`src/hw/wallace_pkg.sv`:
```
package wallace_pkg;

  // operand and result widths
  localparam int OPERAND_W = 24;
  localparam int PRODUCT_W = 2 * OPERAND_W;
  localparam int LO_W      = 8;
  localparam int HI_W      = PRODUCT_W - LO_W;

  // row bookkeeping for the tree
  localparam int PP_ROWS        = OPERAND_W;
  localparam int MID_ROWS       = 6;  // 24 -> 16 -> 11 -> 8 -> 6
  localparam int STAGE_A_LEVELS = 4;
  localparam int STAGE_B_LEVELS = 3;  // 6 -> 4 -> 3 -> 2

  typedef logic [OPERAND_W-1:0] operand_t;
  typedef logic [PRODUCT_W-1:0] product_t;  // one weighted row
  typedef logic [HI_W-1:0]      hi_t;
  typedef logic [LO_W-1:0]      lo_t;

  // each group of three rows gives two, leftovers pass
  function automatic int rows_after_layer(input int rows);
    int groups;
    int left;
    groups = rows / 3;
    left   = rows % 3;
    return 2 * groups + left;
  endfunction

  // row count after a chain of layers
  function automatic int rows_after_levels(input int rows, input int levels);
    int n;
    n = rows;
    for (int l = 0; l < levels; l++) begin
      n = rows_after_layer(n);
    end
    return n;
  endfunction

endpackage

```
`src/hw/csa_layer.sv`:
```
`timescale 1ns/1ns

module csa_layer #(
  parameter int IN_ROWS = wallace_pkg::PP_ROWS
) (
  input  wallace_pkg::product_t rows_in  [IN_ROWS],
  output wallace_pkg::product_t rows_out [wallace_pkg::rows_after_layer(IN_ROWS)]
);

  import wallace_pkg::*;

  localparam int GROUPS   = IN_ROWS / 3;
  localparam int LEFTOVER = IN_ROWS % 3;

  genvar g;
  genvar k;

  // full adders across all columns of a group at once
  generate
    for (g = 0; g < GROUPS; g++) begin : grp
      product_t r0;
      product_t r1;
      product_t r2;
      product_t maj;

      assign r0 = rows_in[3*g];
      assign r1 = rows_in[3*g+1];
      assign r2 = rows_in[3*g+2];

      assign maj = (r0 & r1) | (r0 & r2) | (r1 & r2);

      assign rows_out[2*g]   = r0 ^ r1 ^ r2;  // sum row
      assign rows_out[2*g+1] = maj << 1;      // carry row, msb carry lost
    end

    // rows that do not fill a group
    for (k = 0; k < LEFTOVER; k++) begin : pass
      assign rows_out[2*GROUPS+k] = rows_in[3*GROUPS+k];
    end
  endgenerate

endmodule

```
`src/hw/partial_product_stage.sv`:
```
`timescale 1ns/1ns

module partial_product_stage (
  input  logic                clk,
  input  logic                rst,
  input  logic                in_valid,
  input  wallace_pkg::operand_t a,
  input  wallace_pkg::operand_t b,
  output wallace_pkg::product_t pp_rows [wallace_pkg::PP_ROWS],
  output logic                pp_valid
);

  import wallace_pkg::*;

  operand_t a_q;
  operand_t b_q;
  logic     valid_q;

  // operand capture, no reset on payload
  always_ff @(posedge clk) begin
    a_q <= a;
    b_q <= b;
  end

  always_ff @(posedge clk) begin
    if (rst) begin
      valid_q <= 1'b0;
    end else begin
      valid_q <= in_valid;
    end
  end

  // and array from registered operands
  always_comb begin
    for (int i = 0; i < PP_ROWS; i++) begin
      pp_rows[i] = product_t'(a_q & {OPERAND_W{b_q[i]}}) << i;  // row weight 2^i
    end
  end

  assign pp_valid = valid_q;

endmodule

```
`src/hw/reduction_stage.sv`:
```
`timescale 1ns/1ns

module reduction_stage #(
  parameter int IN_ROWS = wallace_pkg::PP_ROWS,
  parameter int LEVELS  = wallace_pkg::STAGE_A_LEVELS
) (
  input  logic                  clk,
  input  logic                  rst,
  input  wallace_pkg::product_t rows_in  [IN_ROWS],
  input  logic                  in_valid,
  output wallace_pkg::product_t rows_out [wallace_pkg::rows_after_levels(IN_ROWS, LEVELS)],
  output logic                  out_valid
);

  import wallace_pkg::*;

  localparam int OUT_ROWS = rows_after_levels(IN_ROWS, LEVELS);

  genvar l;

  // each level takes its row count from the one before
  generate
    for (l = 0; l < LEVELS; l++) begin : level
      localparam int N_IN  = rows_after_levels(IN_ROWS, l);
      localparam int N_OUT = rows_after_layer(N_IN);

      product_t lvl_out [N_OUT];

      if (l == 0) begin : first
        csa_layer #(
          .IN_ROWS (N_IN)
        ) u_layer (
          .rows_in  (rows_in),
          .rows_out (lvl_out)
        );
      end else begin : next
        csa_layer #(
          .IN_ROWS (N_IN)
        ) u_layer (
          .rows_in  (level[l-1].lvl_out),
          .rows_out (lvl_out)
        );
      end
    end
  endgenerate

  product_t rows_q [OUT_ROWS];
  logic     valid_q;

  always_ff @(posedge clk) begin
    rows_q <= level[LEVELS-1].lvl_out;  // pipeline cut
  end

  always_ff @(posedge clk) begin
    if (rst) begin
      valid_q <= 1'b0;
    end else begin
      valid_q <= in_valid;
    end
  end

  assign rows_out  = rows_q;
  assign out_valid = valid_q;

endmodule

```
`src/hw/low_byte_resolver.sv`:
```
`timescale 1ns/1ns

module low_byte_resolver (
  input  logic                  clk,
  input  logic                  rst,
  input  wallace_pkg::product_t rows_in [2],
  input  logic                  in_valid,
  output wallace_pkg::hi_t      x,
  output wallace_pkg::hi_t      y,
  output wallace_pkg::lo_t      z,
  output logic                  out_valid
);

  import wallace_pkg::*;

  logic [LO_W:0] lo_sum;  // extra bit is the carry into bit 8
  hi_t           h0;
  hi_t           h1;
  hi_t           h2;
  hi_t           x_next;
  hi_t           y_next;

  assign lo_sum = {1'b0, rows_in[0][LO_W-1:0]} + {1'b0, rows_in[1][LO_W-1:0]};

  assign h0 = rows_in[0][PRODUCT_W-1:LO_W];
  assign h1 = rows_in[1][PRODUCT_W-1:LO_W];
  assign h2 = hi_t'(lo_sum[LO_W]);

  // last 3:2 step folds the low carry in
  assign x_next = h0 ^ h1 ^ h2;
  assign y_next = ((h0 & h1) | (h0 & h2) | (h1 & h2)) << 1;  // bit 47 carry dropped

  always_ff @(posedge clk) begin
    x <= x_next;
    y <= y_next;
    z <= lo_sum[LO_W-1:0];
  end

  always_ff @(posedge clk) begin
    if (rst) begin
      out_valid <= 1'b0;
    end else begin
      out_valid <= in_valid;
    end
  end

endmodule

```
`src/hw/wallace_mult_24x24.sv`:
```
`timescale 1ns/1ns

module wallace_mult_24x24 (
  input  logic                  clk,
  input  logic                  rst,
  input  logic                  in_valid,
  input  wallace_pkg::operand_t a,
  input  wallace_pkg::operand_t b,
  output logic                  out_valid,
  output wallace_pkg::hi_t      x,  // sum high
  output wallace_pkg::hi_t      y,  // carry high
  output wallace_pkg::lo_t      z   // resolved low byte
);

  import wallace_pkg::*;

  product_t pp_rows   [PP_ROWS];
  logic     pp_valid;
  product_t mid_rows  [MID_ROWS];
  logic     mid_valid;
  product_t last_rows [2];
  logic     last_valid;

  // cycle 1, and array
  partial_product_stage pp_stage (
    .clk      (clk),
    .rst      (rst),
    .in_valid (in_valid),
    .a        (a),
    .b        (b),
    .pp_rows  (pp_rows),
    .pp_valid (pp_valid)
  );

  // cycle 2, 24 rows down to 6
  reduction_stage #(
    .IN_ROWS (PP_ROWS),
    .LEVELS  (STAGE_A_LEVELS)
  ) stage_a (
    .clk       (clk),
    .rst       (rst),
    .rows_in   (pp_rows),
    .in_valid  (pp_valid),
    .rows_out  (mid_rows),
    .out_valid (mid_valid)
  );

  // cycle 3, 6 rows down to 2
  reduction_stage #(
    .IN_ROWS (MID_ROWS),
    .LEVELS  (STAGE_B_LEVELS)
  ) stage_b (
    .clk       (clk),
    .rst       (rst),
    .rows_in   (mid_rows),
    .in_valid  (mid_valid),
    .rows_out  (last_rows),
    .out_valid (last_valid)
  );

  // cycle 4
  low_byte_resolver resolver (
    .clk       (clk),
    .rst       (rst),
    .rows_in   (last_rows),
    .in_valid  (last_valid),
    .x         (x),
    .y         (y),
    .z         (z),
    .out_valid (out_valid)
  );

endmodule

```
`config.mk`:
```
export PLATFORM = sky130hd
export DESIGN_NAME = wallace_mult_24x24
export DESIGN_NICKNAME = d
export VERILOG_FILES = /design/src/hw/wallace_pkg.sv /design/src/hw/csa_layer.sv /design/src/hw/partial_product_stage.sv /design/src/hw/reduction_stage.sv /design/src/hw/low_byte_resolver.sv /design/src/hw/wallace_mult_24x24.sv
export SDC_FILE = /design/constraint.sdc
export NUM_CORES = 2
export LEC_CHECK = 0
export ABC_AREA = 1
export CAP_MARGIN = 20
export CORE_ASPECT_RATIO = 0.9
export CORE_MARGIN = 1.5
export CORE_UTILIZATION = 42
export CTS_CLUSTER_SIZE = 8
export DETAILED_ROUTE_END_ITERATION = 12
export DONT_BUFFER_PORTS = 1
export PLACE_DENSITY = 0.54
export SETUP_SLACK_MARGIN = 0.2
export SLEW_MARGIN = 5
export SYNTH_ARGS = -nofsm -noshare
export SYNTH_HDL_FRONTEND = slang
export SYNTH_HIERARCHICAL = 1
export SYNTH_SLANG_ARGS = --single-unit
```
`constraint.sdc`:
```
create_clock -name clk -period 3.7 [get_ports clk]
set_clock_uncertainty 0.05 [all_clocks]
set_input_delay 0 -clock clk [delete_from_list [all_inputs] [get_ports clk]]
set_output_delay 0 -clock clk [all_outputs]
set_load 0.01 [all_outputs]
```
==> impl_metrics.csv <==
group,metric,value,unit
floorplanning,core_area,106000,sq um
sta,rsz0062_at_grt,"no",
sta,setup_viol,0,
worst_setup_path,rr_endpoint,"stage_a/rows_out[271]",
sta,fmax,0.318,GHz
global_routing,grt_pass1_wl,132000,microns
sta,worst_pin_slew,0.710,ns
worst_setup_path,r2r_slack,0.55,ns
placement,dp_hpwl,59400,microns
detailed_routing,drt-initial-drc-count,969,
worst_setup_path,worstRegToRegCells,6,
worst_setup_path,critPathMaxFanout,24,
worst_hold_path,hold_path_class,"reg2reg",
clock_network,clockBufferDepth,3,
layout,final_util,0.424,
sta,period_share,0.851,
worst_setup_path,end_kind,"register",
worst_setup_path,crit_start,"pp_stage/b_q[12]",
sta,setup-tns-final,0,ns
logic_synthesis,synth_top_area_cell,"fa_1",
floorplanning,fp.dieW,348,microns
clock_network,cts_tree,"yes",
layout,antenna_cells,0,
floorplanning,rows,113,
detailed_routing,drc_errors,0,
global_routing,antenna_found_initial,2,
sta,relSlewSlack,0.527,
power_and_ir_drop,p_per_area,717,nW/um^2
power_and_ir_drop,leakagePower,24.9,nW
worst_hold_path,whs_endpoint,"resolver/out_valid",
global_routing,grt_pass1_vias,24800,
logic_synthesis,yosysUniqueCellTypes,21,
clock_network,clock_sinks,523,
flow_run,cap_viol_max_count,0,
floorplanning,initial_core_util,0.425,
logic_synthesis,netlist_instances,4010,
sta,hold_violations,0,
sta,maxSlewViolCount,0,
layout,nets,4982,
placement,io_buffer_count,0,
logic_synthesis,yosys_warnings,6,
global_routing,grt_util_all_layers,0.158,
clock_network,cts-resized-gates,0,
detailed_routing,firstDrtPassIters,5,
detailed_routing,wl_per_cell,15.0,microns
worst_setup_path,worstPathArrival,3.60,ns
sta,min_period,3.15,ns
clock_network,cts_root_buf,"clkbuf_16",
logic_synthesis,netlist_area,45000,sq um
clock_network,worstSkewPairLatency,0.65,ns
status,status,"completed",
layout,layout-drive-gt1-share,0.0385,
worst_setup_path,path_class,"reg2reg",
floorplanning,chipHeight,313,microns
detailed_routing,vias,21100,
worst_hold_path,hold-path-cell-count,2,
floorplanning,fp.dieArea,109000,sq um
clock_network,path_clk_slew,0.05,ns
clock_network,cts_buffers,78,
logic_synthesis,synthTopCellsByArea,"fa_1 46%, dfxtp_1 23%, buf_4 15%, nand2_1 5.9%, inv_1 5.5%",
global_routing,grt_start_max_net_pins,25,
worst_setup_path,r2r_start,"pp_stage/b_q[12]",
detailed_routing,antenna_left,0,
layout,design_area,44900,sq um
placement,placed_area,41700,sq um
clock_network,h-tree-depth,3,
logic_synthesis,netlist.area_leader.share,0.461,
placement,routabilityCongestion,0.803,
worst_setup_path,start_kind,"register",
power_and_ir_drop,ir_drop,0.373,mV
worst_hold_path,holdCritStartpoint,"stage_b/out_valid",
detailed_routing,postRouteWirelength,78800,microns
logic_synthesis,synth_area_per_cell,11.2,sq um
global_routing,grt-ovfl-total,0,
floorplanning,io_pins,140,
logic_synthesis,ys_seq_area_frac,0.233,
worst_setup_path,worstPathRequired,4.15,ns
logic_synthesis,synth_seq_cells,523,
layout,area_growth,-0.125,%
detailed_routing,viasPerCell,4.03,
area by class of cell:
cell class | count | area [sq um]
clock buffer | 87 | 2030
clock inverter | 11 | 170
fill | 9929 | 61000
inverter | 657 | 2470
multi-input combinational | 2437 | 26500
sequential | 523 | 10500
tap | 1380 | 1730
timing repair buffer | 152 | 1540
what timing repair did:
item / 4_1_cts / 5_1_grt
hold buffers: 101 / 0
setup buffers: 0 / 0
hold endpoints to repair: 52 / 0
setup endpoints to repair: 0 / 0
placed cells by master, fill, tap and decap left out, types with 3 or more instances in the layout:
cell              n
dlygate4sd3_1   101
nand2_1         708
fa_1           1036
clkbuf_16        79
conb_1          599
ha_1             46
dfxtp_1         522
buf_12           12
inv_1           657
nor2_1            6
buf_4            39
clkbuf_1          6
nand3_1          26
inv_6             3
cell families (layout without fill, tap and decap cells):
kind of cell,count (synthesis),after routing,share of synthesized area
AO/OA/AOI/OAI,4,4,0.000696
AND/OR/NAND/NOR,748,748,0.0638
buffers and inverters,1640,907,0.227
flip-flops,523,523,0.233
other,9,599,0.000751
adder cells (fa/ha/maj),1082,1082,0.474
XOR/XNOR,4,4,0.000779
sequential cells by signal, indices dropped and copies added, names as in the netlist:
register            cells
pp_stage/b_q           24
stage_b/rows_out       96
resolver/z              8
resolver/out_valid      1
resolver/y             39
pp_stage/a_q           24
resolver/x             40
stage_a/out_valid       1
stage_a/rows_out      288
pp_stage/pp_valid       1
stage_b/out_valid       1
where the power goes:
group	switching (W)	internal, W	leakage [nW]
Clock	0.00264	0.00398	1.07
Sequential	0.00132	0.00851	4.40
Combinational	0.00840	0.00736	19.4
worst max-delay path, stage by stage (launching register included):
cell and delay [ns]:
dfxtp_2 0.78, nand2_1 0.11, inv_1 0.10, fa_1 0.44
fa_1 0.58, fa_1 0.46, fa_1 0.48
per-layer routing:
metal / routed length [microns] / global-route usage
met1: 33000 / 0.202
met2: 39300 / 0.270
met3: 4270 / 0.0340
met4: 2210 / 0.0483
met5: 0 / 0
Yosys cell counts, drive strengths merged:
library cell     n
xnor2            2
nor2             8
o21ai            1
nor3             1
fa            1036
dfxtp          523
nand3           26
inv            657
buf            983
ha              46
nand3b           2
a21oi            3
nand2          709
conb             9
xor2             2
or2              2
metrics by stage:
step	instances	setup slack, ns	hold WS [ns]	total power [W]
after floorplan	4600	0.942	-0.0223	0.0212
after global placement	5048	0.558	-0.0222	0.0256
after detailed placement	5048	0.539	-0.0222	0.0258
after CTS	5247	0.516	0.330	0.0329
after global routing	5247	0.397	0.359	0.0360
final	5247	0.552	0.359	0.0322
worst max path at each step:
stage                                       end  slack, ns  depth (start not counted)
final                     stage_a/rows_out[271]       0.55                          6
after global routing      stage_a/rows_out[264]       0.40                          6
after CTS                 stage_a/rows_out[259]       0.52                          6
after detailed placement  stage_a/rows_out[268]       0.54                          6
after global placement    stage_a/rows_out[268]       0.56                          6
after floorplan           stage_a/rows_out[166]       0.94                          7
Power figures use the tool's default switching activity.
